**config.mk**
```make
export PLATFORM = sky130hd
export DESIGN_NAME = m92_rom_cache
export DESIGN_NICKNAME = d
export VERILOG_FILES = /design/src/verilog/m92_bus_pkg.sv /design/src/verilog/m92_rom_cache.sv
export SDC_FILE = /design/constraint.sdc
export NUM_CORES = 2
export LEC_CHECK = 0
export BUFFER_PORTS_ARGS = -buffer_cell sky130_fd_sc_hd__clkbuf_2
export CAP_MARGIN = 20
export CORE_MARGIN = 2
export CORE_UTILIZATION = 40
export CTS_BUF_LIST = sky130_fd_sc_hd__clkbuf_8
export DETAILED_ROUTE_END_ITERATION = 16
export HOLD_SLACK_MARGIN = 0.15
export PLACE_DENSITY_LB_ADDON = 0.25
export SYNTH_ARGS = -nofsm -noshare
export SYNTH_HDL_FRONTEND = slang
export SYNTH_SLANG_ARGS = --single-unit
```
**constraint.sdc**
```tcl
create_clock -name clk_sys -period 6.5 [get_ports clk_sys]
set_input_delay 0.325 -clock clk_sys [delete_from_list [all_inputs] [get_ports clk_sys]]
set_output_delay 0.325 -clock clk_sys [all_outputs]
set_load 0.01 [all_outputs]
```
**src/verilog/m92_bus_pkg.sv**
```systemverilog
// Memory map, ROM cache geometry, bus widths and the stall FSM states
package m92_bus_pkg;

    // ========================================================================
    // Bus widths
    // ========================================================================
    localparam int cpu_addr_w = 20;
    localparam int cpu_data_w = 16;
    localparam int sdr_addr_w = 25;
    localparam int sdr_data_w = 64;

    // ========================================================================
    // ROM cache geometry
    // ========================================================================
    localparam int cache_lines_log2 = 5;
    localparam int words_per_line = 4;
    localparam int word_sel_w = $clog2(words_per_line);
    localparam int line_off_w = word_sel_w + 1;
    localparam int cache_idx_w = cache_lines_log2 + word_sel_w;
    localparam int tag_lsb = line_off_w + cache_lines_log2;
    localparam int tag_w = sdr_addr_w - tag_lsb;

    // ========================================================================
    // CPU memory map
    // ========================================================================
    localparam int rom_top = 'h80000;
    localparam int bank_base = 'h80000;
    localparam int bank_size = 'h20000;
    localparam int ram_base = 'hE0000;
    localparam int ram_words_log2 = 15;
    localparam int ram_top = ram_base + 2 * (2 ** ram_words_log2);

    // CPU hold reasons
    typedef enum logic [1:0] {
        IDLE,
        FILL_WAIT,
        FILL_DONE,
        PAUSED
    } stall_state_e;

endpackage

```
**src/verilog/m92_rom_cache.sv**
```systemverilog
// Direct-mapped ROM cache with tags, line data, hit check, line fill and read word
module m92_rom_cache
    import m92_bus_pkg::*;
(
    input  logic                  clk_sys,
    input  logic                  reset_n,
    input  logic                  rom_read,
    input  logic [sdr_addr_w-1:0] rom_addr,
    input  logic                  fill_write,
    input  logic [sdr_data_w-1:0] sdr_dout,
    output logic                  miss,
    output logic [sdr_addr_w-1:0] sdr_addr,
    output logic [cpu_data_w-1:0] rom_word
);

    logic [tag_w-1:0]      tag_mem [2**cache_lines_log2];
    logic [cpu_data_w-1:0] data_mem [2**cache_idx_w];
    logic [2**cache_lines_log2-1:0] line_valid;

    logic [cache_lines_log2-1:0] rd_line;
    logic [tag_w-1:0]            rd_tag;
    logic [cache_lines_log2-1:0] fill_line;
    logic [cache_idx_w-1:0]      word_idx;
    logic [cache_idx_w-1:0]      word_idx_q;

    // ========================================================================
    // Hit check
    // ========================================================================
    assign rd_line = rom_addr[tag_lsb-1 -: cache_lines_log2];
    assign rd_tag = rom_addr[sdr_addr_w-1:tag_lsb];
    assign fill_line = sdr_addr[tag_lsb-1 -: cache_lines_log2];

    assign miss = rom_read && !(line_valid[rd_line] && (tag_mem[rd_line] == rd_tag));

    // A new strobe reads straight away and otherwise the last read is followed
    assign word_idx = rom_read ? rom_addr[cache_idx_w:1] : word_idx_q;

    always_ff @(posedge clk_sys or negedge reset_n) begin
        if (!reset_n) begin
            line_valid <= '0;
        end else if (fill_write) begin
            line_valid[fill_line] <= 1'b1;
        end
    end

    // ========================================================================
    // Line fill and read word
    // ========================================================================
    always_ff @(posedge clk_sys) begin
        if (miss) begin
            sdr_addr <= {rom_addr[sdr_addr_w-1:line_off_w], line_off_w'(0)};
        end
        if (rom_read) begin
            word_idx_q <= rom_addr[cache_idx_w:1];
        end
        if (fill_write) begin
            tag_mem[fill_line] <= sdr_addr[sdr_addr_w-1:tag_lsb];
            // Word n of the line comes in bits 16n and up
            for (int n = 0; n < words_per_line; n++) begin
                data_mem[{fill_line, word_sel_w'(n)}] <= sdr_dout[n*cpu_data_w +: cpu_data_w];
            end
        end
        rom_word <= data_mem[word_idx];
    end

endmodule

```
* After elaboration in Yosys (flattened, before gate mapping)
Memory sizes are Yosys's and may differ from the RTL's. A register that Yosys moved wholly into a read port is not among the register bits.
Index checks and enable logic that the tools add are counted.
** Storage, ports and cells
- Memories kept :: 2
- Output and inout bits :: 42
- Bits in latches :: 0
- Register bits :: 61
- Bits in writable memories :: 2592
- Input bits :: 93
- Bits in read-only memories :: 0
** Memory list
- data_mem :: depth 128, bits a word 16, rd ports 1, clocked after memory_dff 1, wr ports 4, line m92_rom_cache.sv:17 : logic [cpu_data_w-1:0] data_mem [2**cache_idx_w];
- tag_mem :: depth 32, bits a word 17, rd ports 1, clocked after memory_dff 0, wr ports 1, line m92_rom_cache.sv:16 : logic [tag_w-1:0] tag_mem [2**cache_lines_log2];
** Operators by class
- $add $sub $neg :: 0
- Order comparisons :: 3
- Bitwise gates (word level) :: 1
- Reduce and logical (&&, ||, !) cells :: 4
- Divide/modulo/power cells :: 0
- Shift-type cells :: 0
- Muxes and demuxes :: 7
- Multipliers :: 0
- Eq/ne operators :: 1
** Operators by type and width (number)
- $or 32x32->32 :: 1
- $eq 17x17->1 :: 1
- $lt 5x6->1 const B :: 2
- $mux 7 :: 1
- $bmux 1 s5 :: 1
- $demux 1 s5 :: 1
- $ge 5x1->1 const B :: 1
- $mux 1 :: 4
- $logic_and 1x1->1 :: 3
- $logic_not 1->1 :: 1

* Longest topological paths before layout
- Depth in word-level cells :: 5
- Mapped depth :: 13
- Depth with buffers taken out :: 9

* Worst setup path after synthesis
Ideal clock, no wire load.
- Path kind :: register -> register
- From :: register sdr_addr[4]
- To :: memory data_mem[112][0], enable pin
- Arrival :: 4.534 ns
- Clock period less this slack :: 5.056 ns
- Setup time :: 0.522 ns
- Cell stages (with the launch flop) :: 4
- Slack :: 1.444 ns
- Path through :: edfxtp_1 -> or3b_2 -> clkbuf_1 -> nor2_1
** RTL lines
- start, declared :: line m92_rom_cache.sv:12 : output logic [sdr_addr_w-1:0] sdr_addr,
- start signal, assigned :: line m92_rom_cache.sv:51 : sdr_addr <= {rom_addr[sdr_addr_w-1:line_off_w], line_off_w'(0)};
- end, declared :: line m92_rom_cache.sv:17

* Final worst setup path
- From :: input port rom_addr[3]
- To :: output port miss
** Between the ends
- Word-level cells in the longest chain between the ends :: 5
** RTL lines
- start, declared :: line m92_rom_cache.sv:8 : input logic [sdr_addr_w-1:0] rom_addr,
- $mem_v2 32x17 / $bmux 1 s5 (equally long branches)
- $eq 17x17->1 / $mux 1 (equally long branches) :: line m92_rom_cache.sv:33 : assign miss = rom_read && !(line_valid[rd_line] && (tag_mem[rd_line] == rd_tag));
- $logic_and 1x1->1 * :: line m92_rom_cache.sv:33
- $logic_not 1->1 * :: line m92_rom_cache.sv:33
- $logic_and 1x1->1 * :: line m92_rom_cache.sv:33
- end, declared :: line m92_rom_cache.sv:11 : output logic miss,
Mark *: on every way between the ends. The rest lies on a longest branch, timed or not. The select of a mux whose other input is x is not followed.

==> reports/results.ini <==
[status]
outcome = finished clean

[cells_and_area]
area_used_by_multi_input_combinational_logic_um2 = 23000
fill_cells = 22700
final_common_cell = edfxtp_1
regArea_um2 = 79800
area_delta_synth_final_pct = 12.9
drive_gt1_share_pct = 12.6
most-common-layout-cells = edfxtp_1 (2,614), nand2_1 (1,848), nand3_1 (885)
finish.net_count = 7486

[synth]
synth.avg_cell_area_um2 = 14.8
synth_top_family_by_area = simple AND/OR/NAND/NOR gates
syn-instance-count = 7066
ys_ff_latch = 2669
dominantRegCellSynth = edfxtp_1
yosysSeqAreaShare_pct = 76.3
yosys.area_share.simple_pct = 12.5
arithmetic_cell_share_of_the_synthesized_area_counting_full_adders_half_adders_and_majority_gates_pct = 0
async_flop_share_pct = 1.20
synth_area_um2 = 105000
yosysWarnings = 0
ys_types = 51
synth_enable_flop_cells = 2614
synth-compound-area-share_pct = 4.00
synth-xor-area-share_pct = 0.142
post_synth_mux_area_share_pct = 5.10

[min_path]
worst_hold_path_type = in2reg
holdPathStages = 2

[routing]
firstDrtPassIters = 6
vias_per_cell = 5.62
route.antenna.remaining_nets = 0
route.detailed.wl_per_inst_um = 26.2
drt-initial-drc-count = 6380
drt-total-wl_mm = 292
vias = 62700
drcViolationCount = 0

[floorplan]
die_x_um = 515
io-pin-count = 135
fp-row-count = 187
floorplan.initialDensity_pct = 40.2
coreArea_um2 = 260000
dieHeight_um = 515
dieArea_um2 = 265000

[timing]
report.final.hold_viol_count = 0
rsz0062_at_grt = false
final.period_utilization_pct = 75.5
fin_crit_ns = 4.91
clock-skew-final_ns = 0.0570
setup_viol = 0
max_clock_freq_ghz = 0.204
timing.slew.headroom_pct = 26.8
tightest_slew_ns = 1.09
final_setup_tns_ns = 0
maxSlewViolCount = 0

[run]
drv_cap = 0

[power]
power_leakage_nw = 40.1
report.power.total_w = 0.0356
vdd.ir_drop.worst_mv = 0.231
power.density_nw_per_um2 = 302

[clocking]
tritoncts = built
cts_inserted_buffers = 426
clkLatencyLatePin_ns = 1.10
cts.reportedPaths.clkPinSlew_ns = 0.07
max-clock-path-buffers = 4
cts.repair_timing.setup_buffer_count = 0
h-tree-depth = 5
cts_root_buffer = clkbuf_8
tritoncts_num_sinks = 2669

[placement]
dp_hpwl_mm = 141
routabilityCongestion = 0.763
placement.io_buffers = 130

[global_routing]
grt.total_usage_pct = 21.6
grt_first_pass_wirelength_mm = 422
vias_in_the_first_global_route = 61300
grt.overflow.total = 0
grt_max_degree = 160
grt_antenna_before_repair = 37

[critical_path]
start_kind = input port
timing.critical_path.required_ns = 6.17
timing.setup.critical_path_class = in2out
worst_r2r_path_depth = 10
worstSetupEndpointType = output pin
path_max_fanout = 71
critical_path_arrival_ns = 4.58

layer usage:
metal	global-route usage (%)	vias to the layer above	wire length, um
li1	-	27500	-
met5	0	-	107
met2	33.9	2402	136000
met4	6.36	16	7310
met1	31.0	32200	128000
met3	3.62	502	21300
cells by family after synthesis:
group | count (synthesis)
compound gates | 514
xor+xnor | 17
buf+inv | 481
flops | 2669
mux | 368
other cells | 1
simple gates | 3016
sequential cells by signal, indices dropped and copies added, names as in the netlist:
name and count:
sdr_addr 22, word_idx_q 7, line_valid 32, rom_word 16
tag_mem 544, data_mem 2048
worst paths after layout:
path | from | end | slack (ns)
max in group asynchronous | reset_n | line_valid[30] | 5.86
setup reg to reg | word_idx_q[1] | rom_word[1] | 2.58
hold reg to reg | line_valid[20] | line_valid[20] | 0.46
min in group asynchronous | reset_n | line_valid[3] | 0.41
hold / removal | rom_addr[6] | sdr_addr[6] | 0.33
setup / recovery | rom_addr[3] | miss | 1.59
synthesized netlist by cell type, types with 5 or more instances:
cell type | n | share of area (%)
a21oi_1 | 31 | 0.15
a221oi_1 | 24 | 0.20
a22oi_1 | 31 | 0.22
a311oi_1 | 304 | 2.5
a31oi_1 | 20 | 0.12
a32oi_1 | 6 | 0.050
and2_1 | 5 | 0.030
and3_1 | 146 | 0.87
buf_1 | 73 | 0.26
buf_2 | 137 | 0.66
buf_4 | 29 | 0.21
clkbuf_1 | 230 | 0.83
dfrtp_1 | 32 | 0.77
dfxtp_1 | 23 | 0.44
edfxtp_1 | 2614 | 75
inv_1 | 5 | 0.018
mux2i_1 | 233 | 2.2
mux4_2 | 131 | 2.8
nand2_1 | 1849 | 6.6
nand2b_1 | 5 | 0.030
nand3_1 | 885 | 4.2
nand3b_1 | 5 | 0.036
nand4_1 | 13 | 0.078
nor2_1 | 51 | 0.18
nor2b_1 | 10 | 0.060
o211ai_1 | 24 | 0.17
o22ai_1 | 14 | 0.084
o311ai_1 | 13 | 0.11
o31ai_1 | 32 | 0.23
or2_2 | 33 | 0.20
xnor2_1 | 6 | 0.050
xor2_1 | 11 | 0.092
metrics by stage:
| stage | utilization (%) | area (um^2) | cells | hold slack [ns] | setup slack, ns |
|---|---|---|---|---|---|
| floorplan | - | 105000 | 7068 | 0.0294 | 1.44 |
| detailed placement | 42.1 | 109000 | 10300 | 0.445 | 1.99 |
| CTS | 45.4 | 118000 | 11100 | 0.215 | 1.58 |
| global route | 45.4 | 118000 | 11100 | 0.246 | 1.38 |
| global placement | 42.1 | 109000 | 10300 | 0.431 | 2.03 |
| finish | 45.4 | 118000 | 11200 | 0.327 | 1.59 |
critical path: stages:
cell           delay [ns]
dlygate4sd3_1        0.57
buf_8                0.64
buf_4                0.56
mux4_2               0.58
a22o_1               0.25
a31oi_1              0.14
o211ai_1             0.19
xnor2_1              0.23
nand4_1              0.18
o41a_1               0.36
buf_4                0.25
clkbuf_2             0.17
area by class of cell:
class	instances	share of cell area [%]
clock inverter	309	1.19
clock buffer	441	5.14
timing repair buffer	367	2.86
sequential	2669	67.6
antenna	33	0.0700
tap	3402	3.61
multi-input combinational	3918	19.5
inverter	11	0.0625
power by group:
part	internal [W]	total, W	leakage [nW]	switching (W)
clock network	0.00648	0.0130	4.33	0.00649
registers	0.0192	0.0194	24.1	0.000173
logic	0.000990	0.00327	11.7	0.00228
repair_timing:
action / in CTS / in global routing
endpoints found under the hold margin: 2129 / 0
hold buffers: 107 / 0
gates resized for setup: 0 / 0
Note: power is estimated with default switching activity, not from simulation.
