==> src/verilog/m92_bus_pkg.sv <==
// Memory map, ROM cache geometry, bus widths and the stall FSM states
package m92_bus_pkg;

    // ========================================================================
    // Bus widths
    // ========================================================================
    localparam int cpu_addr_w = 20;
    localparam int cpu_data_w = 16;
    localparam int sdr_addr_w = 25;
    localparam int sdr_data_w = 64;

    // ========================================================================
    // ROM cache geometry
    // ========================================================================
    localparam int cache_lines_log2 = 5;
    localparam int words_per_line = 4;
    localparam int word_sel_w = $clog2(words_per_line);
    localparam int line_off_w = word_sel_w + 1;
    localparam int cache_idx_w = cache_lines_log2 + word_sel_w;
    localparam int tag_lsb = line_off_w + cache_lines_log2;
    localparam int tag_w = sdr_addr_w - tag_lsb;

    // ========================================================================
    // CPU memory map
    // ========================================================================
    localparam int rom_top = 'h80000;
    localparam int bank_base = 'h80000;
    localparam int bank_size = 'h20000;
    localparam int ram_base = 'hE0000;
    localparam int ram_words_log2 = 15;
    localparam int ram_top = ram_base + 2 * (2 ** ram_words_log2);

    // CPU hold reasons
    typedef enum logic [1:0] {
        IDLE,
        FILL_WAIT,
        FILL_DONE,
        PAUSED
    } stall_state_e;

endpackage

==> src/verilog/m92_cpu_stall_fsm.sv <==
// Stall FSM for ROM cache fills and vertical-pulse pausing
module m92_cpu_stall_fsm
    import m92_bus_pkg::*;
(
    input  logic clk_sys,
    input  logic reset_n,
    input  logic miss,
    input  logic sdr_rdy,
    input  logic bus_active,
    input  logic vpulse,
    input  logic pause_rq,
    output logic sdr_req,
    output logic fill_write,
    output logic cpu_stall,
    output logic cpu_paused
);

    stall_state_e state;

    always_ff @(posedge clk_sys or negedge reset_n) begin
        if (!reset_n) begin
            state <= IDLE;
            sdr_req <= 1'b0;
        end else begin
            sdr_req <= 1'b0;
            case (state)
                IDLE: begin
                    // A fill wins over a pause request
                    if (miss) begin
                        sdr_req <= 1'b1;
                        state <= FILL_WAIT;
                    end else if (pause_rq && !bus_active && vpulse) begin
                        state <= PAUSED;
                    end
                end
                FILL_WAIT: begin
                    if (sdr_rdy) begin
                        state <= FILL_DONE;
                    end
                end
                FILL_DONE: begin
                    // Lets the read word register pick up the new line
                    state <= IDLE;
                end
                PAUSED: begin
                    if (!pause_rq && !vpulse) begin
                        state <= IDLE;
                    end
                end
                default: begin
                    state <= IDLE;
                end
            endcase
        end
    end

    assign fill_write = (state == FILL_WAIT) && sdr_rdy;
    assign cpu_stall = (state != IDLE);
    assign cpu_paused = (state == PAUSED);

endmodule

==> config.mk <==
export PLATFORM = sky130hd
export DESIGN_NAME = m92_cpu_stall_fsm
export DESIGN_NICKNAME = d
export VERILOG_FILES = /design/src/verilog/m92_bus_pkg.sv /design/src/verilog/m92_cpu_stall_fsm.sv
export SDC_FILE = /design/constraint.sdc
export NUM_CORES = 1
export LEC_CHECK = 0
export ABC_AREA = 1
export BUFFER_PORTS_ARGS = -buffer_cell sky130_fd_sc_hd__buf_2
export CORE_AREA = 2 2 39 41
export DETAILED_ROUTE_END_ITERATION = 6
export DIE_AREA = 0 0 41 43
export SLEW_MARGIN = 20
export SYNTH_ARGS = -nofsm -noshare
export SYNTH_HDL_FRONTEND = slang
export SYNTH_SLANG_ARGS = --single-unit
==> constraint.sdc <==
create_clock -name clk_sys -period 1.93 [get_ports clk_sys]
set_input_delay 0 -clock clk_sys [delete_from_list [all_inputs] [get_ports clk_sys]]
set_output_delay 0 -clock clk_sys [all_outputs]
set_load 0.05 [all_outputs]
==> Word level (Yosys, flattened, before mapping) <==
Index checks and enable logic that the tools add are counted.
{ "op_classes": {"eq_ne": 6, "mux": 7, "n_reduce_logical": 10} }
{ "op_table": {"columns": ["op", "n"], "rows": [
  ["$mux 2", 4],
  ["$pmux 2 s4", 1],
  ["$eq 2x2->1 const B", 2],
  ["$logic_and 1x1->1", 4],
  ["$logic_not 1->1", 3],
  ["$ne 3x3->1 const B", 1],
  ["$reduce_and 3->1", 1],
  ["$eq 2x1->1 const B", 1],
  ["$logic_not 2->1", 1],
  ["$mux 1", 2],
  ["$ne 2x1->1 const B", 1],
  ["$ne 2x2->1 const B", 1],
  ["$reduce_bool 2->1", 1]
]} }
{ "totals": {"register_bits": 3, "out_inout_bits": 4} }

==> Logic depth before layout (Yosys ltp) <==
Gate-level depths: netlist of run 1.
{ "depth": {"depth_word": 6, "ltp_mapped": 6} }

==> Least setup slack after synthesis of run 1 <==
Ideal clock, no wire load.
{ "synth_timing": {"path_type": "reg2out", "from": "reg state[1]", "to": "out fill_write", "t_arrival_ps": 1132, "required_ps": 1930, "path_slack_ps": 798, "path_stages_with_launch": 4, "n_path_buf": 0, "cell_sequence": "dfrtp_1 -> inv_1 -> nand2_1 -> nor2_1"} }
{ "synth_via": {"elab_chain_len": 2} }
{ "synth_lines": {"columns": ["item", "line_no", "text"], "rows": [
  ["start, declared", "m92_cpu_stall_fsm.sv:18", "stall_state_e state;"],
  ["start signal, assigned", "m92_cpu_stall_fsm.sv:22", "state <= IDLE;"],
  ["start signal, assigned", "m92_cpu_stall_fsm.sv:31", "state <= FILL_WAIT;"],
  ["start signal, assigned", "m92_cpu_stall_fsm.sv:33", "state <= PAUSED;"],
  ["$eq 2x1->1", "m92_cpu_stall_fsm.sv:57", "assign fill_write = (state == FILL_WAIT) && sdr_rdy;"],
  ["$logic_and 1x1->1", "m92_cpu_stall_fsm.sv:57", null],
  ["end, declared", "m92_cpu_stall_fsm.sv:13", "output logic fill_write,"]
]} }
No other way between the ends.

==> Final worst setup path of run 1 <==
{ "layout_timing": {"from": "reg state[0]", "to": "out cpu_stall"} }
{ "layout_via": {"elab_chain_len": 1} }
{ "layout_lines": {"columns": ["item", "line_no", "text"], "rows": [
  ["$reduce_bool 2->1", "m92_cpu_stall_fsm.sv:58", "assign cpu_stall = (state != IDLE);"],
  ["end, declared", "m92_cpu_stall_fsm.sv:14", "output logic cpu_stall,"]
]} }
No other way between the ends.

==> flow_summary.yaml, run 1 <==
run_status:
  status: "finished, final reports clean"
critical_path:
  critPathKind: "reg -> out"
  setup.worst_path.end_class: "output pin"
  critPathSlowestCell: "dfrtp_1"
  r2r_slack_ns: 0.95
  cp-start-kind: "register"
  cp.arrival_ns: 1.12
  path_cells: "nor2_1 -> inv_1 -> buf_2"
  required_ns: 1.93
  crit_fanout: 4
  slowest_delay_ns: 0.38
clock_tree:
  cts.sinks: 3
  clk_pin_slew_ns: 0.04
  cts_buffers: 3
  cts_tree: "built"
  postCtsSetupRepairBufs: 0
  htree_levels: 1
  ctsResizeCount: 0
  clkLatencyLatePin_ns: 0.23
  hold_buffers: 1
  ctsLongestPathBuffers: 2
  root_buffer: "clkbuf_4"
sta:
  finalCriticalPeriod_ns: 1.12
  fin_tns_setup_ns: 0
  relSlewSlack: 0.834
  max_freq_mhz: 890
  clock_skew_ns: 0.0000512
  worstMarginPinSlew_ns: 0.251
  finalCritPeriodShare: 0.582
  setup_violations: 0
  maxSlewViolCount: 0
  grt_setup_unrepaired: "false"
  hold_violations: 0
layout:
  drive_above_1_share: 0.333
  final_common_cell: "buf_2"
  layout_common_cells: "10 x buf_2, 7 x inv_1, 6 x nand2_1, 6 x nor2_1, 4 x nand3_1"
  antennaDiodeCount: 0
  final_nets: 50
  syn2layout_area_growth_pct: 61.6
synth:
  ys_seq_area_frac: 0.435
  synth_top_area_frac: 0.435
  netlist_instances: 27
  synthesis.nets: 34
  yosys_warnings: 0
  syn_avg_cell_area_um2: 6.40
  synth_cell_types: 6
  synth_area_um2: 173
  ys_ff_latch: 3
  synth_top_area_cell: "dfrtp_1"
  yosys-top-cells-area: "dfrtp_1 43%, inv_1 15%, nand2_1 13%"
floorplan:
  fp.dieH_um: 43
  row_count: 14
  die_x_um: 41
  die_area_um2: 1760
  io-pin-count: 11
  initial_core_util: 0.125
  coreArea_um2: 1380
drt:
  drt_pre_antenna_iters: 2
  vias: 194
  drc: 0
  routed_via_density: 3.34
  antenna_left: 0
  wl_um: 378
  drt-initial-drc-count: 2
  wire_per_inst_um: 6.52
placed_design:
  gp_congestion: 0.681
  dp_hpwl_um: 309
  portBuffers: 10
global_routing:
  grt_max_degree: 5
  overflow: 0
  grt_pass1_wl_um: 552
  grt_pass1_vias: 180
  antenna_found_initial: 0
  grtUsageTotal: 0.0533
power_and_ir_drop:
  power_leakage_nw: 0.174
  p_total_uw: 494
  ir_worst_vdd_mv: 0.366
  p_per_area_nw_per_um2: 1770
min_path:
  hold_class: "in -> reg"
job:
  maxCapViolCount: 0
## routing by layer
metal  vias to the layer above  track usage  part of all wire
li1                        107            -                 -
met1                        76       0.0387              0.42
met2                         9       0.0750              0.44
met3                         2       0.0262             0.098
met4                         0       0.0800             0.042
met5                         -            0                 0
## path summary, 6_finish.rpt
| path | from | endpoint | cells after the start |
|---|---|---|---|
| worst max-delay path | state[0] | cpu_stall | 3 |
| worst min-delay path | miss | sdr_req | 3 |
| worst max register to register | state[0] | state[1] | 4 |
| worst min register to register | state[0] | sdr_req | 3 |
| max in group asynchronous | reset_n | state[0] | 2 |
| min in group asynchronous | reset_n | sdr_req | 2 |
## critical path, delay by kind of cell (launching register included)
family,cells,cell delay [ns]
simple gates,1,0.21
buf+inv,2,0.30
flops,1,0.38
## through the flow
| stage | cell area, um2 | hold WS [ns] | utilization | setup WS (ns) | instances |
|---|---|---|---|---|---|
| 2_1_floorplan | 173 | -0.296 | - | 0.798 | 27 |
| 3_3_place_gp | 243 | -0.202 | 0.175 | 0.975 | 53 |
| 3_5_place_dp | 243 | -0.203 | 0.175 | 0.938 | 53 |
| 4_1_cts | 279 | 0.0288 | 0.202 | 0.789 | 58 |
| 5_1_grt | 279 | 0.0536 | 0.202 | 0.722 | 58 |
| 6_report | 279 | 0.0280 | 0.202 | 0.807 | 58 |
## kinds of logic (layout without fill, tap and decap cells)
| logic type | after synthesis | after routing | share of synthesized area |
|---|---|---|---|
| AND/OR/NAND/NOR | 17 | 17 | 0.413 |
| buffers and inverters | 7 | 22 | 0.152 |
| flip-flops | 3 | 3 | 0.435 |
## flip-flops by register name, summed over array words and instances (netlist names)
| name | flops |
|---|---|
| state | 2 |
| sdr_req | 1 |
## area by class of cell
type                    count  area, um2
fillers                   163       1100
flip-flops and latches      3       75.1
multi-input cells          17       71.3
repair buffers             11       60.1
clock buffers               4       26.3
inverters                   7       26.3
well taps                  16       20.0
## where the power goes
group,leakage [nW],internal (mW),switching (mW)
Sequential,0.0377,0.0918,0.0147
Combinational,0.121,0.0697,0.206
Clock,0.0150,0.0775,0.0336
Total,0.174,0.239,0.255
## synth_stat cells
master / n
dfrtp_1: 3
inv_1: 7
nand2_1: 6
nand3_1: 4
nor2_1: 6
nor2_2: 1
Power figures use the tool's default switching activity.
==> inputs of run 2 (changes only) <==
- clock period: 1.93 -> 0.91 ns (I/O delays scaled with it)
==> run 2 against run 1 <==
The run now ends with setup timing left; clock-buffer cell count stayed put; clock power is 120% higher; setup slack worse by 0.97 ns; sequential power is 120% higher; global-route usage is 2.1 points higher; sequential share of layout area is 4.7 points lower; critical endpoint unchanged.
==> flow_summary.yaml, run 2 (same netlist as run 1, synthesis figures left out) <==
sta:
  setup_slack_ns: -0.164
  setup_violations: 5
  grt_setup_unrepaired: "true"
  finalCriticalPeriod_ns: 1.07
  finalCritPeriodShare: 1.18
  clock_skew_ns: 0.00285
  maxSlewViolCount: 0
  worstMarginPinSlew_ns: 0.247
  relSlewSlack: 0.837
  max_freq_mhz: 931
  fin_tns_setup_ns: -0.474
  hold_violations: 0
clock_tree:
  cts_buffers: 3
  root_buffer: "clkbuf_4"
  clkLatencyLatePin_ns: 0.24
  cts_tree: "built"
  cts.sinks: 3
  ctsLongestPathBuffers: 2
  htree_levels: 1
  clk_pin_slew_ns: 0.04
power_and_ir_drop:
  ir_worst_vdd_mv: 1.24
  power_leakage_nw: 0.195
  p_total_mw: 1.32
  p_per_area_nw_per_um2: 3900
critical_path:
  slowest_delay_ns: 0.39
  critPathKind: "reg -> out"
  cp.arrival_ns: 1.07
  cp-start-kind: "register"
  required_ns: 0.91
  crit_fanout: 3
  setup.worst_path.end_class: "output pin"
  critPathSlowestCell: "dfrtp_1"
  path_cells: "nor2_2 -> buf_4 -> inv_2 -> buf_6"
placed_design:
  portBuffers: 10
  placed_area_um2: 263
  pre_cts_ws_ns: -0.0432
  gp_congestion: 0.730
job:
  maxCapViolCount: 0
layout:
  final.fill_count: 161
  antennaDiodeCount: 0
  final_common_cell: "buf_2"
  design_area_um2: 338
  final_util: 0.244
  syn2layout_area_growth_pct: 95.7
  layout_common_cells: "7 x buf_2, 6 x inv_1, 5 x nand2_1"
  final_nets: 53
  largest_reg_flops: 2
  largestRegisters: "state: 2 flops, sdr_req: 1 flops"
  drive_above_1_share: 0.511
  top_register: "state"
global_routing:
  grtUsageTotal: 0.0744
  antenna_found_initial: 0
  overflow: 0
  grt_max_degree: 4
  grt_pass1_vias: 230
  grt_pass1_wl_um: 793
floorplan:
  row_count: 14
  io-pin-count: 11
  fp.dieH_um: 43
  die_x_um: 41
  coreArea_um2: 1380
  initial_core_util: 0.125
  die_area_um2: 1760
drt:
  routed_via_density: 3.48
  drt-initial-drc-count: 1
  drc: 0
  wl_um: 444
  vias: 212
  drt_pre_antenna_iters: 3
  antenna_left: 0
  wire_per_inst_um: 7.28
run_status:
  violations: "setup timing"
  status: "finished with violations"
min_path:
  hold_class: "in -> reg"
-- run 2: cell count changes in the layout (fill, tap and decap cells not counted), moves of 2 or more --
cell / change
nor2_1: -2
nand3_2: +2
nand3_1: -2
nor2_2: +2
buf_2: -3
buf_6: +3
buf_4: +3
-- run 2: power by group --
group	switching [mW]	internal [mW]
Sequential	0.0432	0.195
Clock	0.0750	0.165
Combinational	0.511	0.330
Total	0.629	0.690
-- run 2: path summary, 6_finish.rpt --
| path | start | endpoint | slack (ns) | cells past startpoint |
|---|---|---|---|---|
| max | state[1] | cpu_stall | -0.16 | 4 |
| min | miss | sdr_req | 0.06 | 3 |
| max reg2reg | state[1] | state[0] | -0.09 | 5 |
| min reg2reg | state[1] | state[1] | 0.69 | 4 |
| max in group asynchronous | reset_n | state[1] | 0.72 | 2 |
| min in group asynchronous | reset_n | state[0] | 0.09 | 2 |
-- run 2: what timing repair did --
item,CTS,global route
gates resized for setup,8,1
pin swaps,2,1
endpoints found under the hold margin,3,0
endpoints found under the setup margin,5,6
setup buffers,1,0
hold buffers,1,0
cloned,0,0
-- run 2: stage by stage --
step,hold slack (ns),cells
after global placement,-0.204,55
after CTS,0.0589,61
after global routing,0.0872,61
after detailed placement,-0.203,55
after floorplan,-0.296,27
final,0.0603,61
-- run 2: per-layer routing --
layer  part of all wire  up-vias  wire length (um)  global-route usage
met5                  0        -                 0                   0
met4              0.036        0                16               0.100
met3              0.043        2                19              0.0314
met2               0.55        7               244               0.103
met1               0.37       90               164              0.0645
li1                   -      113                 -                   -
-- run 2: critical path, delay by kind of cell (launching register included) --
kind / cells / cell delay [ns]
buffers and inverters: 3 / 0.30
AND/OR/NAND/NOR: 1 / 0.14
flip-flops: 1 / 0.39
-- run 2: final cells by class --
type / count / area, um2 / share of cell area
multi-input cells: 17 / 88.8 / 0.263
repair buffers: 14 / 101 / 0.300
flip-flops and latches: 3 / 75.1 / 0.222
well taps: 16 / 20.0 / 0.0593
inverters: 7 / 26.3 / 0.0778
clock buffers: 4 / 26.3 / 0.0778
==> inputs of run 3 (changes only) <==
- ABC_AREA: 1 -> default
==> run 3 against run 2 <==
The run still ends with setup timing left; final cell count down 13%; register-to-register slack lost 0.04 ns; clock power is 5% lower; total power grew 6.4%; combinational power grew 12%; hold slack got worse by 0.013 ns.
==> flow_summary.yaml, run 3 <==
run_status:
  status: "finished with violations"
  violations: "setup timing"
power_and_ir_drop:
  switching_share: 0.425
  power_leakage_nw: 0.182
  internal_power_uw: 807
  seq_power_share: 0.168
  p_sw_uw: 597
  p_per_area_nw_per_um2: 3760
  ir_worst_vdd_mv: 0.920
  p_comb_frac: 0.670
  power_frac_clock: 0.162
sta:
  worstMarginPinSlew_ns: 0.246
  max_freq_mhz: 882
  finalCriticalPeriod_ns: 1.13
  hold_violations: 0
  grt_setup_unrepaired: "true"
  setup_slack_ns: -0.224
  maxSlewViolCount: 0
  fin_tns_setup_ns: -0.756
  relSlewSlack: 0.837
  setup_violations: 5
  finalCritPeriodShare: 1.25
  clock_skew_ns: 0.00262
critical_path:
  cp-start-kind: "register"
  required_ns: 0.91
  cp.arrival_ns: 1.13
  critPathKind: "reg -> out"
  setup.worst_path.end_class: "output pin"
  r2r-start: "state[1]"
  crit_fanout: 4
  critPathLaunch: "state[1]"
min_path:
  hold_class: "in -> reg"
  hold_start: "sdr_rdy"
clock_tree:
  clkLatencyLatePin_ns: 0.23
  cts_tree: "built"
  root_buffer: "clkbuf_4"
  cts.sinks: 3
  cts_buffers: 3
  clk_pin_slew_ns: 0.03
  ctsLongestPathBuffers: 2
  htree_levels: 1
drt:
  wire_per_inst_um: 9.43
  vias: 189
  antenna_left: 0
  drt_pre_antenna_iters: 2
  wl_um: 500
  drc: 0
  drt-initial-drc-count: 2
  routed_via_density: 3.57
synth:
  synth_cell_types: 12
  synth_edf_count: 0
  synthesis.nets: 23
  synth_top_area_cell: "dfrtp_1"
  ys_async_sr_fraction: 1.00
  netlist_instances: 16
  synth-main-ff-cell: "dfrtp_1"
  yosysMostFrequentCell: "dfrtp_1"
  yosys_warnings: 0
  synth_area_um2: 165
  synth_top_area_frac: 0.455
  synthTopCellsByCount: "3 x dfrtp_1, 2 x inv_1, 2 x nor2_1"
  ys_ff_latch: 3
  ys_seq_area_frac: 0.455
  syn_avg_cell_area_um2: 10.3
  yosys-top-cells-area: "dfrtp_1 45%, o32ai_2 9.8%, and2b_2 5.3%"
floorplan:
  die_x_um: 41
  io-pin-count: 11
  initial_core_util: 0.119
  row_count: 14
  die_area_um2: 1760
  coreArea_um2: 1380
  fp.dieH_um: 43
layout:
  final_nets: 45
  largestRegisters: "state: 2 flops, sdr_req: 1 flops"
  antennaDiodeCount: 0
  top_register: "state"
  multiInputGateArea_um2: 103
  layout_common_cells: "7 x buf_2, 4 x buf_4, 3 x clkbuf_4, 3 x buf_8, 3 x dfrtp_1"
  largest_reg_flops: 2
  final.fill_count: 157
  syn2layout_area_growth_pct: 126
  final_common_cell: "buf_2"
  fin_cells: 53
  final_util: 0.269
  drive_above_1_share: 0.676
  ff_latch_area_um2: 75.1
global_routing:
  grtUsageTotal: 0.0641
  grt_pass1_vias: 192
  antenna_found_initial: 0
  grt-busiest-layer: "met4"
  use_met1: 0.0639
  use_met3: 0.0157
  grt_max_degree: 5
  met2_usage: 0.0813
  grt_pass1_wl_um: 669
  overflow: 0
placed_design:
  dp_cells: 43
  dp_hpwl_um: 298
  pre_cts_ws_ns: -0.113
  portBuffers: 10
  gp_congestion: 0.637
job:
  maxCapViolCount: 0
## run 3: changes by cell type after synthesis, sizes merged
cell    delta
o32ai      +1
nor2       -5
and2       +2
inv        -5
nand2      -6
a21o       +1
or2        +1
and2b      +1
o31ai      +1
nand3b     +1
o21ai      +1
nand3      -4
## run 3: final cells by class
type,instances,area share
Multi-Input combinational cell,11,0.275
Sequential cell,3,0.201
Tap cell,16,0.0537
Clock buffer,4,0.0705
Inverter,2,0.0201
Timing Repair Buffer,17,0.379
## run 3: per-layer routing
layer / vias to the layer above / wire length (um)
met5: - / 0
met1: 83 / 187
met2: 10 / 278
li1: 96 / -
met3: 0 / 35
met4: 0 / 0
## run 3: critical path, stage by stage, from the launching register on
cell and delay [ns]:
dfrtp_1 0.40, and2b_2 0.23, and2_4 0.14, buf_8 0.13
## run 3: metrics by stage
step	hold slack, ns	power, mW	cell area [um2]
CTS	0.0456	1.30	345
floorplan	-0.296	0.687	166
global placement	-0.202	0.826	244
detailed placement	-0.201	0.829	244
global route	0.0748	1.48	373
finish	0.0476	1.40	373
## run 3: power groups by stage
stage,Combinational (mW),Clock [mW],Sequential [mW]
floorplan,0.404,0,0.283
global placement,0.596,0,0.230
detailed placement,0.597,0,0.232
CTS,0.831,0.240,0.229
global route,0.987,0.252,0.243
finish,0.941,0.227,0.235
## run 3: what timing repair did
item | in CTS | in global routing
setup endpoints to repair | 5 | 5
hold buffers | 2 | 0
resized for setup | 12 | 2
pin swaps | 3 | 2
hold endpoints to repair | 4 | 0
buffers inserted | 2 | 2
## run 3: path summary, 6_finish.rpt
| check | slack [ns] | cells after the start | end |
|---|---|---|---|
| worst max-delay path | -0.22 | 3 | fill_write |
| worst min-delay path | 0.05 | 3 | state[1] |
| worst max register to register | -0.13 | 4 | state[0] |
| worst min register to register | 0.60 | 2 | sdr_req |
| max in group asynchronous | 0.71 | 2 | state[0] |
| min in group asynchronous | 0.10 | 2 | sdr_req |
## run 3: cells by family (layout without fill, tap and decap cells)
logic type,after synthesis,after routing,share of synthesized area
flops,3,3,0.455
compound gates,4,4,0.220
simple gates,7,7,0.280
buf+inv,2,23,0.0455
