$ cat config.mk
export PLATFORM = sky130hd
export DESIGN_NAME = m92_io_ports
export DESIGN_NICKNAME = d
export VERILOG_FILES = /design/src/verilog/m92_io_pkg.sv /design/src/verilog/m92_io_ports.sv
export SDC_FILE = /design/constraint.sdc
export NUM_CORES = 1
export LEC_CHECK = 0
export ABC_AREA = 0
export BUFFER_PORTS_ARGS = -buffer_cell sky130_fd_sc_hd__buf_2
export CORE_UTILIZATION = 28
export DETAILED_ROUTE_END_ITERATION = 10
export PLACE_DENSITY_LB_ADDON = 0.2
export SLEW_MARGIN = 10
export SYNTH_ARGS = -nofsm -noshare
export SYNTH_HDL_FRONTEND = slang
export SYNTH_SLANG_ARGS = --single-unit
$ cat constraint.sdc
create_clock -name clk_sys -period 1.65 [get_ports clk_sys]
set_clock_uncertainty 0.05 [all_clocks]
set_input_delay 0.165 -clock clk_sys [delete_from_list [all_inputs] [get_ports clk_sys]]
set_output_delay 0.165 -clock clk_sys [all_outputs]
set_load 0.1 [all_outputs]
$ cat src/verilog/m92_io_pkg.sv
// I/O port numbers and bit positions of the flags word
package m92_io_pkg;

    // Port numbers as seen on the CPU I/O bus, always the even address
    typedef enum logic [7:0] {
        SW_P1_P2 = 8'h00,
        FLAGS    = 8'h02,
        DIP_LOW  = 8'h04,
        SW_P3_P4 = 8'h06,
        BANK_SEL = 8'h20
    } io_port_e;

    // Same port as FLAGS, write side
    localparam io_port_e SYS_FLAGS = FLAGS;

    // ========================================================================
    // Flags word layout
    // ========================================================================
    localparam int flag_start_lsb = 0;
    localparam int flag_coin_lsb = 2;
    localparam int flag_dma_idle_bit = 7;
    localparam int flag_dip_lsb = 8;

endpackage

$ cat src/verilog/m92_io_ports.sv
// I/O ports with switch mapping, flags, read mux, bank and system flag registers
module m92_io_ports
    import m92_io_pkg::*;
(
    input  logic        clk_sys,
    input  logic        reset_n,
    input  logic        io_write,
    input  logic [7:0]  io_addr,
    input  logic [7:0]  io_wdata,
    input  logic        kick_harness,
    input  logic [3:0]  coin,
    input  logic [3:0]  start_buttons,
    input  logic [9:0]  p1_in,
    input  logic [9:0]  p2_in,
    input  logic [9:0]  p3_in,
    input  logic [9:0]  p4_in,
    input  logic [23:0] dip_sw,
    output logic [7:0]  io_rdata,
    output logic [3:0]  bank,
    output logic [7:0]  sys_flags
);

    logic [7:0]  sw_p1;
    logic [7:0]  sw_p2;
    logic [7:0]  sw_p3;
    logic [7:0]  sw_p4;
    logic [15:0] flags;
    logic [15:0] io16;

    // One player byte in board order, buttons 1 and 2 on top and the directions below
    function automatic logic [7:0] player_byte(input logic [9:0] p, input logic b5,
                                               input logic b4);
        player_byte = {p[4], p[5], b5, b4, p[3:0]};
    endfunction

    // ========================================================================
    // Active-high switch mapping that the port words invert
    // ========================================================================
    always_comb begin
        if (kick_harness) begin
            sw_p1 = player_byte(p1_in, p1_in[6], 1'b0);
            sw_p2 = player_byte(p2_in, p2_in[6], 1'b0);
            sw_p3 = 8'h00;
            // Kick buttons of players 1 and 2 take the player 4 byte
            sw_p4 = {p2_in[9], p2_in[8], p2_in[7], 1'b0, p1_in[9], p1_in[8], p1_in[7], 1'b0};
        end else begin
            sw_p1 = player_byte(p1_in, 1'b0, 1'b0);
            sw_p2 = player_byte(p2_in, 1'b0, 1'b0);
            sw_p3 = player_byte(p3_in, coin[2], start_buttons[2]);
            sw_p4 = player_byte(p4_in, coin[3], start_buttons[3]);
        end
    end

    always_comb begin
        flags = 16'hFFFF;
        flags[flag_start_lsb +: 2] = ~start_buttons[1:0];
        flags[flag_coin_lsb +: 2] = ~coin[1:0];
        flags[flag_dma_idle_bit] = 1'b1;
        flags[flag_dip_lsb +: 8] = ~dip_sw[23:16];
    end

    // Read mux by even port number with the odd address picking the high byte
    always_comb begin
        case (io_port_e'({io_addr[7:1], 1'b0}))
            SW_P1_P2: io16 = {~sw_p2, ~sw_p1};
            FLAGS:    io16 = flags;
            DIP_LOW:  io16 = ~dip_sw[15:0];
            SW_P3_P4: io16 = {~sw_p4, ~sw_p3};
            default:  io16 = 16'hFFFF;
        endcase
        io_rdata = io_addr[0] ? io16[15:8] : io16[7:0];
    end

    always_ff @(posedge clk_sys or negedge reset_n) begin
        if (!reset_n) begin
            sys_flags <= 8'h00;
            bank <= 4'h0;
        end else if (io_write) begin
            if (io_addr == SYS_FLAGS) begin
                sys_flags <= io_wdata;
            end
            if (io_addr == BANK_SEL) begin
                bank <= io_wdata[3:0];
            end
        end
    end

endmodule

# --- Yosys cells after proc, flatten, opt, wreduce, memory -nomap -nowiden ---
# Index checks and enable logic that the tools add are counted.
# W data, S select, Z words.
word_totals:
  reg_bits: 12
  word_cells: 24
classes:
  n_eq_ne: 5
  n_mux: 6
  bitwise_logic: 8
  n_reduce_logical: 3
op_table:
  columns: ["cell", "count"]
  rows:
  - ["$pmux W16 S4", 1]
  - ["$not A8 Y8", 5]
  - ["$mux W8", 3]
  - ["$not A16 Y16", 1]
  - ["$eq A7 B2 Y1 const B", 2]
  - ["$mux W6", 2]
  - ["$eq A8 B2 Y1 const B", 1]
  - ["$eq A8 B6 Y1 const B", 1]
  - ["$eq A7 B1 Y1 const B", 1]
  - ["$logic_not A7 Y1", 1]
  - ["$not A2 Y2", 2]
  - ["$reduce_and A2 Y1", 2]

# --- Longest topological paths before layout ---
# Gate-level depths: netlist of the first run.
depth:
  ltp_word: 4
  mapped_depth: 6

# --- Worst setup path before layout of the first run ---
# Ideal clock, no wire load.
synth_timing:
  path_kind: "input-to-output"
  start: "in io_addr[2]"
  end: "out io_rdata[0]"
  arrival_ns: 3.050
  t_required_ns: 1.435
  setup_slack_ns: -1.615
  path_stages: 5
  n_path_buf: 2
  cell_sequence: "buf_2 > clkbuf_1 > mux2i_1 > a221oi_1 > o21ai_0"
synth_between:
  elab_chain_cells: 3
  elab_cells_between_ends: 6
synth_rtl:
  columns: ["item", "line", "source"]
  rows:
  - ["start: declaration", "m92_io_ports.sv:8", "input logic [7:0] io_addr,"]
  - ["$eq A7 B2 Y1, or another cell as far along", "m92_io_ports.sv:64", "case (io_port_e'({io_addr[7:1], 1'b0}))"]
  - ["$pmux W16 S4 *", "m92_io_ports.sv:64", null]
  - ["$mux W8 *", "m92_io_ports.sv:71", "io_rdata = io_addr[0] ? io16[15:8] : io16[7:0];"]
  - ["end: declaration", "m92_io_ports.sv:18", "output logic [7:0] io_rdata,"]
# Every way passes the cells marked *; elsewhere a longest branch is shown, timed or not.

# --- Worst setup path after layout of the first run ---
layout_timing:
  start: "in io_addr[3]"
  end: "out io_rdata[5]"
# Same word-level chain as after synthesis.

==> flow_metrics.env, run 1 <==
export IMPL_status="finished with violations"
export IMPL_violations="negative setup slack"
export IMPL_hold_viol_final=0
export IMPL_path_cells="buf_6 -> or2_4 -> or4_4 -> buf_6 -> a211o_4 -> buf_12"
export IMPL_crit_fanout=6
export IMPL_power_density_mw_per_mm2=461
export IMPL_synthArstFlopShare=1.00
export IMPL_worstSetupPathType="in2out"
export IMPL_max_freq_ghz=0.546
export IMPL_n_antenna_cell=0
export IMPL_relSlewSlack=0.676
export IMPL_first_pass_iters=4
export IMPL_cts_buffers=3
export IMPL_cts_sinks=12
export IMPL_grt_pass1_vias=1427
export IMPL_clock_path_buffers=2
export IMPL_dieWidth_um=67.1
export IMPL_synth_edff_count=0
export IMPL_htree_levels=1
export IMPL_synth_area_mm2=0.00119
export IMPL_grt_antenna_before_repair=0
export IMPL_hp_class="in2reg"
export IMPL_avgSynthCellArea_um2=9.42
export IMPL_synth_seq_area_share=0.253
export IMPL_portBuffers=103
export IMPL_setup_viol=6
export IMPL_crit_path_max_incr_delay_ps=510
export IMPL_fin_hold_ws_ps=88.0
export IMPL_nNetsFinal=350
export IMPL_viasPerCell=4.89
export IMPL_coreArea_mm2=0.00403
export IMPL_io_pin_count=112
export IMPL_grt_total_usage=0.188
export IMPL_initial_core_util=0.295
export IMPL_dp_hpwl_um=3360
export IMPL_first_iter_violations=54
export IMPL_swShare=0.361
export IMPL_synth_nets=218
export IMPL_p_leak_nw=1.19
export IMPL_crit_slowest_cell="or4_4"
export IMPL_crit_required_ps=1430
export IMPL_power_frac_seq=0.284
export IMPL_clkPwrFrac=0.234
export IMPL_grt_pass1_wl_um=6380
export IMPL_rsz0062_at_grt="yes"
export IMPL_tightest_slew_ps=490
export IMPL_crit_top_cell="buf_6"
export IMPL_p_total_mw=1.11
export IMPL_critPathTopFamily="simple AND/OR/NAND/NOR gates"
export IMPL_cts_root_buf="clkbuf_8"
export IMPL_synth_cells=126
export IMPL_die_y_um=67.1
export IMPL_grt_remaining_overflow=0
export IMPL_drive_gt1_frac=0.688
export IMPL_crit_buf_inv=3
export IMPL_ys_flop_type="dfrtp_1"
export IMPL_grt_max_degree=21
export IMPL_clk_pin_slew_ps=50
export IMPL_cap_violations=0
export IMPL_layout_commonest_cell="buf_2"
export IMPL_layout_common_cells="buf_2 (91), buf_4 (26), dfrtp_1 (12), a21oi_1 (10), buf_12 (10)"
export IMPL_p_sw_mw=0.400
export IMPL_internal_power_mw=0.708
export IMPL_cp_arrival_ps=1620
export IMPL_syn_to_final_growth_pct=102
export IMPL_ys_warn_count=0
export IMPL_rows=23
export IMPL_start_kind="input pin"
export IMPL_worstSkewPairLatency_ps=230
export IMPL_routed_wl_um=4170
export IMPL_endpoint_kind="primary output"
export IMPL_fin_crit_sh=1.11
export IMPL_wl_per_cell_um=13.6
export IMPL_yosysUniqueCellTypes=41
export IMPL_period_needed_ps=1830
export IMPL_post_route_util=0.597
export IMPL_dieArea_mm2=0.00451
export IMPL_setup_slack_ps=-180
export IMPL_cts_tree="done"
export IMPL_ant_nets=0
export IMPL_ys_seq_elements=12
export IMPL_slew_violations=0
export IMPL_p_comb_frac=0.482
export IMPL_drc=0
export IMPL_num_vias=1496
export IMPL_gp_congestion=0.743
export IMPL_ir_worst_vdd_mv=0.529
[per-layer routing]
metal	wire length [µm]	vias up	track usage
li1	-	743	-
met3	256	2	0.0377
met2	2140	52	0.341
met4	27	0	0.0399
met1	1740	699	0.225
met5	0	-	0
[power by group through the flow]
stage	Clock, mW	Sequential (mW)	Combinational [mW]
finish	0.259	0.315	0.534
global route	0.279	0.316	0.571
CTS	0.271	0.315	0.521
detailed placement	0	0.319	0.484
global placement	0	0.319	0.481
floorplan	0	0.423	0.178
[flip-flops by register name, indices dropped and copies added (netlist names)]
name,flops
bank,4
sys_flags,8
[path summary, 6_finish.rpt]
check,from,end,slack (ps),depth (start not counted)
hold reg to reg,sys_flags[3]$_DFFE_PN0P_,sys_flags[3]$_DFFE_PN0P_,430,1
setup / recovery,io_addr[3],io_rdata[5],-180,6
setup reg to reg,sys_flags[0]$_DFFE_PN0P_,sys_flags[0]$_DFFE_PN0P_,830,1
min in group asynchronous,reset_n,sys_flags[5]$_DFFE_PN0P_,280,2
hold / removal,io_wdata[4],sys_flags[4]$_DFFE_PN0P_,90,2
max in group asynchronous,reset_n,sys_flags[0]$_DFFE_PN0P_,1060,2
[cells by family (layout without fill, tap and decap cells)]
group,Yosys count,after routing,share of synthesized area
AO/OA/AOI/OAI,39,39,0.246
flip-flops,12,12,0.253
buffers and inverters,15,145,0.0569
multiplexers,26,26,0.266
AND/OR/NAND/NOR,34,34,0.179
[synth_stat cells (all sizes together), types with 2 or more instances]
cell / count / area, µm²
o211ai: 2 / 15.0
nand2: 2 / 7.51
a2111oi: 3 / 51.3
nor2: 6 / 22.5
nand3b: 3 / 22.5
clkbuf: 2 / 7.51
buf: 9 / 45.1
a211oi: 3 / 22.5
o21bai: 2 / 15.0
o21ai: 5 / 25.0
a221oi: 4 / 35.0
a221o: 3 / 30.0
mux4: 3 / 67.6
mux2: 14 / 158
a21oi: 12 / 60.1
mux2i: 9 / 90.1
dfrtp: 12 / 300
nor3: 3 / 20.0
nor2b: 10 / 62.6
inv: 4 / 15.0
[per-stage QoR]
stage | TNS (ps) | cells | setup slack (ps) | cell area [µm²]
floorplan | -3500 | 126 | -952 | 1300
global placement | -2800 | 299 | -393 | 2120
detailed placement | -2840 | 299 | -418 | 2120
CTS | -844 | 306 | -223 | 2350
global route | -963 | 306 | -206 | 2400
finish | -717 | 306 | -180 | 2400
[cell type report]
class / instances / area (µm²)
Fill cell: 376 / 1630
Multi-Input combinational cell: 99 / 1010
Timing Repair Buffer: 138 / 973
Sequential cell: 12 / 300
Tap cell: 50 / 62.6
Clock buffer: 3 / 41.3
Inverter: 4 / 18.8
[repair_timing]
item / in CTS / in global routing
buffers inserted: 3 / 0
endpoints found under the hold margin: 12 / 0
endpoints found under the setup margin: 8 / 8
gates resized for setup: 35 / 11
hold buffers: 1 / 0
pin swaps: 8 / 4
Power figures use the tool's default switching activity.
==> inputs of run 2 (changes only) <==
--- a/config.mk
+++ b/config.mk
@@ -10,6 +10,7 @@
 export CORE_UTILIZATION = 28
 export DETAILED_ROUTE_END_ITERATION = 10
 export PLACE_DENSITY_LB_ADDON = 0.2
+export RECOVER_POWER = 100
 export SLEW_MARGIN = 10
 export SYNTH_ARGS = -nofsm -noshare
 export SYNTH_HDL_FRONTEND = slang
==> run 2 against run 1 <==
Compared with the run above: die area did not move; largest cell class unchanged; combinational power barely moved; cell area fell by 0.94%; via count rose by 0.13%; utilization fell by 0.56 points; sequential share of layout area rose by 0.12 points; critical path type unchanged; the run still ends with negative setup slack left; highest routed layer unchanged; critical endpoint unchanged; critical path depth did not move; largest power group unchanged; register-to-register slack barely moved; clock power barely moved; power fell by 0.24%.
==> flow_metrics.env, run 2 (synthesis gave the netlist of run 1 again) <==
export IMPL_status="finished with violations"
export IMPL_violations="negative setup slack"
export IMPL_crit_required_ps=1430
export IMPL_grt_total_usage=0.188
export IMPL_largest_reg_flops=8
export IMPL_num_vias=1498
export IMPL_htree_levels=1
export IMPL_coreArea_mm2=0.00403
export IMPL_nFillCells=381
export IMPL_cp_arrival_ps=1620
export IMPL_wl_per_cell_um=13.6
export IMPL_power_density_mw_per_mm2=464
export IMPL_top_regs="sys_flags x8, bank x4"
export IMPL_min_path_cells=2
export IMPL_fin_tns_setup_ps=-738
export IMPL_dp_hpwl_um=3360
export IMPL_whs_endpoint="sys_flags[4]$_DFFE_PN0P_"
export IMPL_use_met3=0.0377
export IMPL_first_pass_iters=4
export IMPL_dieArea_mm2=0.00451
export IMPL_portBuffers=103
export IMPL_grt_pass1_vias=1427
export IMPL_clock_path_buffers=2
export IMPL_drive_gt1_frac=0.680
export IMPL_ant_nets=0
export IMPL_cts_buffers=3
export IMPL_r2r_cells=1
export IMPL_die_y_um=67.1
export IMPL_slew_violations=0
export IMPL_final_area_mm2=0.00238
export IMPL_hold_viol_final=0
export IMPL_crit_fanout=6
export IMPL_initial_core_util=0.295
export IMPL_p_leak_nw=1.18
export IMPL_period_needed_ps=1830
export IMPL_grt_busiest_layer="met2"
export IMPL_min_from="io_wdata[4]"
export IMPL_cts_sinks=12
export IMPL_layout_common_cells="buf_2 (79), buf_4 (25), clkbuf_2 (13), dfrtp_1 (12), a21oi_1 (10)"
export IMPL_drc=0
export IMPL_rows=23
export IMPL_layout_commonest_cell="buf_2"
export IMPL_routed_wl_um=4150
export IMPL_nNetsFinal=350
export IMPL_hp_class="in2reg"
export IMPL_grt_antenna_before_repair=0
export IMPL_rrSetupSlack_ps=830
export IMPL_viasPerCell=4.90
export IMPL_grt_util_met1=0.225
export IMPL_worstReg2RegStart="sys_flags[6]$_DFFE_PN0P_"
export IMPL_ir_worst_vdd_mv=0.529
export IMPL_top_register="sys_flags"
export IMPL_grt_pass1_wl_um=6380
export IMPL_cap_violations=0
export IMPL_setup_slack_ps=-181
export IMPL_cts_tree="done"
export IMPL_endpoint_kind="primary output"
export IMPL_grt_use_met2=0.341
export IMPL_cts_root_buf="clkbuf_8"
export IMPL_worstSetupPathType="in2out"
export IMPL_n_antenna_cell=0
export IMPL_first_iter_violations=36
export IMPL_rsz0062_at_grt="yes"
export IMPL_fin_crit_sh=1.11
export IMPL_relSlewSlack=0.589
export IMPL_place_area_mm2=0.00212
export IMPL_grt_remaining_overflow=0
export IMPL_r2r_end="sys_flags[6]$_DFFE_PN0P_"
export IMPL_dieWidth_um=67.1
export IMPL_max_freq_ghz=0.546
export IMPL_clk_pin_slew_ps=50
export IMPL_setup_viol=7
export IMPL_start_kind="input pin"
export IMPL_tightest_slew_ps=617
export IMPL_worstSkewPairLatency_ps=230
export IMPL_io_pin_count=112
export IMPL_grt_max_degree=21
export IMPL_gp_congestion=0.743
export IMPL_syn_to_final_growth_pct=101
-- run 2: cell types whose count changed in the layout (fill, tap and decap cells not counted) --
| cell | previous run | this run |
|---|---|---|
| clkbuf_2 | 0 | 13 |
| buf_12 | 10 | 9 |
| clkbuf_1 | 0 | 2 |
| clkbuf_4 | 1 | 0 |
| buf_4 | 26 | 25 |
| buf_2 | 91 | 79 |
-- run 2: final cells by class --
| cell class | count | area (µm²) | area share |
|---|---|---|---|
| multi-input cells | 99 | 1010 | 0.423 |
| inverters | 4 | 18.8 | 0.00788 |
| clock buffers | 3 | 41.3 | 0.0173 |
| flip-flops and latches | 12 | 300 | 0.126 |
| well taps | 50 | 62.6 | 0.0263 |
| repair buffers | 138 | 951 | 0.399 |
-- run 2: power breakdown --
part	leakage (nW)	switching (mW)	total, mW	internal (mW)
clock network	0.0216	0.0985	0.259	0.160
registers	0.165	0.00632	0.315	0.309
logic	0.988	0.295	0.532	0.236
-- run 2: what timing repair did --
| action | in CTS | in global routing |
|---|---|---|
| hold endpoints to repair | 12 | 0 |
| gates resized for setup | 35 | 11 |
| pin swaps | 8 | 4 |
| hold buffers | 1 | 0 |
| setup endpoints to repair | 8 | 8 |
| setup buffers | 3 | 0 |
-- run 2: how the worst max path moves through the flow --
stage,slack (ps),start,endpoint
final,-180,io_addr[3],io_rdata[5]
after CTS,-220,io_addr[3],io_rdata[2]
after global placement,-390,io_addr[3],io_rdata[2]
after detailed placement,-420,io_addr[3],io_rdata[2]
after floorplan,-950,kick_harness,io_rdata[6]
after global routing,-210,io_addr[3],io_rdata[2]
-- run 2: critical path: stages --
cell	delay, ps
buf_6	90
or2_4	240
or4_4	510
buf_6	160
a211o_4	270
buf_12	170
-- run 2: per-stage QoR --
step	power, mW	instances	hold WS [ps]	worst slack, ps	util
detailed placement	0.803	299	3.37	-418	0.527
finish	1.11	306	88.5	-181	0.591
global route	1.16	306	88.3	-206	0.591
CTS	1.11	306	83.3	-223	0.584
global placement	0.800	299	4.40	-393	0.527
floorplan	0.601	126	-181	-952	-
-- run 2: layer usage --
| metal | vias to the layer above | routed length (µm) |
|---|---|---|
| li1 | 742 | - |
| met1 | 702 | 1730 |
| met2 | 52 | 2140 |
| met3 | 2 | 255 |
| met4 | 0 | 27 |
| met5 | - | 0 |
==> inputs of run 3 (changes only) <==
--- a/config.mk
+++ b/config.mk
@@ -7,7 +7,10 @@
 export LEC_CHECK = 0
 export ABC_AREA = 0
 export BUFFER_PORTS_ARGS = -buffer_cell sky130_fd_sc_hd__buf_2
-export CORE_UTILIZATION = 28
+export CAP_MARGIN = 5
+export CELL_PAD_IN_SITES_DETAIL_PLACEMENT = 2
+export CELL_PAD_IN_SITES_GLOBAL_PLACEMENT = 2
+export CORE_UTILIZATION = 18
 export DETAILED_ROUTE_END_ITERATION = 10
 export PLACE_DENSITY_LB_ADDON = 0.2
 export RECOVER_POWER = 100
==> run 3 against run 2 <==
Compared with the run above: the run still ends with negative setup slack left; worst setup slack got worse by 0.80 ps; first-iteration DRC count fell by 78%; largest cell class unchanged; sequential cell count did not move; routed wire length rose by 27%; die area rose by 54%; critical path type unchanged; sequential power barely moved; non-clock buffer count fell by 2.
==> flow_metrics.env, run 3 (synthesis gave the netlist of run 1 again) <==
export IMPL_status="finished with violations"
export IMPL_rrSetupSlack_ps=810
export IMPL_top_register="sys_flags"
export IMPL_setup_viol=8
export IMPL_layout_cells_non_filler=331
export IMPL_worstSetupPathType="in2out"
export IMPL_max_freq_ghz=0.546
export IMPL_cts_tree="done"
export IMPL_crit_required_ps=1430
export IMPL_fin_hold_ws_ps=101
export IMPL_first_iter_violations=8
export IMPL_io_pin_count=112
export IMPL_slew_violations=0
export IMPL_grt_pass1_wl_um=8550
export IMPL_multiInputGateArea_um2=970
export IMPL_relSlewSlack=0.578
export IMPL_min_path_cells=2
export IMPL_worstSkewPairLatency_ps=230
export IMPL_num_vias=1525
export IMPL_dp_cells=324
export IMPL_r2r_end="sys_flags[0]$_DFFE_PN0P_"
export IMPL_dp_hpwl_um=4540
export IMPL_initial_core_util=0.187
export IMPL_grt_total_usage=0.153
export IMPL_gp_congestion=0.695
export IMPL_coreArea_mm2=0.00635
export IMPL_cts_root_buf="clkbuf_8"
export IMPL_layout_common_cells="buf_2 (78), buf_4 (22), clkbuf_2 (14), dfrtp_1 (12)"
export IMPL_p_comb_frac=0.480
export IMPL_layout_commonest_cell="buf_2"
export IMPL_period_needed_ps=1830
export IMPL_tightest_slew_ps=633
export IMPL_p_sw_mw=0.396
export IMPL_p_leak_nw=1.17
export IMPL_min_from="io_wdata[6]"
export IMPL_power_density_mw_per_mm2=460
export IMPL_seqCellArea_um2=300
export IMPL_n_antenna_cell=0
export IMPL_portBuffers=103
export IMPL_grt_max_degree=14
export IMPL_worstReg2RegStart="sys_flags[0]$_DFFE_PN0P_"
export IMPL_whs_endpoint="sys_flags[6]$_DFFE_PN0P_"
export IMPL_clock_path_buffers=2
export IMPL_setup_slack_ps=-182
export IMPL_violations="negative setup slack"
export IMPL_viasPerCell=4.61
export IMPL_nNetsFinal=348
export IMPL_cap_violations=0
export IMPL_drive_gt1_frac=0.654
export IMPL_dieArea_mm2=0.00693
export IMPL_endpoint_kind="primary output"
export IMPL_nFillCells=742
export IMPL_rsz0062_at_grt="yes"
export IMPL_htree_levels=1
export IMPL_first_pass_iters=3
export IMPL_grt_remaining_overflow=0
export IMPL_grt_pass1_vias=1716
export IMPL_r2r_cells=1
export IMPL_die_y_um=83.2
export IMPL_ir_worst_vdd_mv=0.585
export IMPL_fin_crit_sh=1.11
export IMPL_start_kind="input pin"
export IMPL_internal_power_mw=0.696
export IMPL_wl_per_cell_um=16.0
export IMPL_ant_nets=0
export IMPL_post_route_util=0.374
export IMPL_cp_arrival_ps=1620
export IMPL_rows=29
export IMPL_hold_viol_final=0
export IMPL_drc=0
export IMPL_largest_reg_flops=8
export IMPL_swShare=0.362
export IMPL_place_area_mm2=0.00214
export IMPL_syn_to_final_growth_pct=100
export IMPL_routed_wl_um=5280
export IMPL_clk_pin_slew_ps=50
export IMPL_final_area_mm2=0.00237
export IMPL_dp_slack_ps=-459
export IMPL_dieWidth_um=83.2
export IMPL_cts_buffers=3
export IMPL_clkPwrFrac=0.231
export IMPL_grt_antenna_before_repair=0
export IMPL_crit_fanout=3
export IMPL_cts_sinks=12
export IMPL_hp_class="in2reg"
export IMPL_power_frac_seq=0.289
export IMPL_top_regs="sys_flags x8, bank x4"
==> run 3: through the flow <==
stage               power [mW]  TNS [ps]
floorplan                0.601     -3500
global placement         0.809     -3500
detailed placement       0.815     -3990
CTS                       1.10     -1270
global route              1.15     -1650
finish                    1.09     -1140
==> run 3: final cells by class <==
cell class / count / area share
well taps: 77 / 0.0406
clock buffers: 3 / 0.0174
repair buffers: 136 / 0.401
inverters: 4 / 0.00632
multi-input cells: 99 / 0.408
flip-flops and latches: 12 / 0.126
==> run 3: how the worst max path moves through the flow <==
| stage | start | endpoint | slack, ps | cells past startpoint |
|---|---|---|---|---|
| global placement | io_addr[3] | io_rdata[2] | -410 | 6 |
| global route | io_addr[3] | io_rdata[5] | -210 | 6 |
| floorplan | kick_harness | io_rdata[6] | -950 | 3 |
| CTS | io_addr[3] | io_rdata[2] | -260 | 8 |
| detailed placement | io_addr[3] | io_rdata[4] | -460 | 7 |
| finish | io_addr[3] | io_rdata[1] | -180 | 8 |
==> run 3: worst max-delay path, cell delays in order <==
cell and delay, ps:
buf_6 90, buf_6 100, or3_4 410, buf_6 150, a211oi_4 240, o21ai_2 110, a21oi_4 160, buf_12 190
==> run 3: layer usage <==
layer,wire length [µm],vias up,track usage,part of all wire
met5,0,-,0,0
li1,-,738,-,-
met4,21,0,0.0188,0.0040
met3,225,5,0.0179,0.043
met2,2840,49,0.295,0.54
met1,2190,733,0.184,0.42
==> run 3: timing repair <==
item,CTS,global route
pin swaps,7,4
hold buffers,1,0
resized for setup,29,11
endpoints found under the setup margin,8,8
hold endpoints to repair,12,0
buffers inserted,3,0
==> run 3: power groups by stage <==
stage / combinational [mW] / clock, mW / sequential [mW]
2_1_floorplan: 0.178 / 0 / 0.423
3_3_place_gp: 0.490 / 0 / 0.319
3_5_place_dp: 0.495 / 0 / 0.320
4_1_cts: 0.524 / 0.262 / 0.316
5_1_grt: 0.561 / 0.275 / 0.317
6_report: 0.524 / 0.253 / 0.316
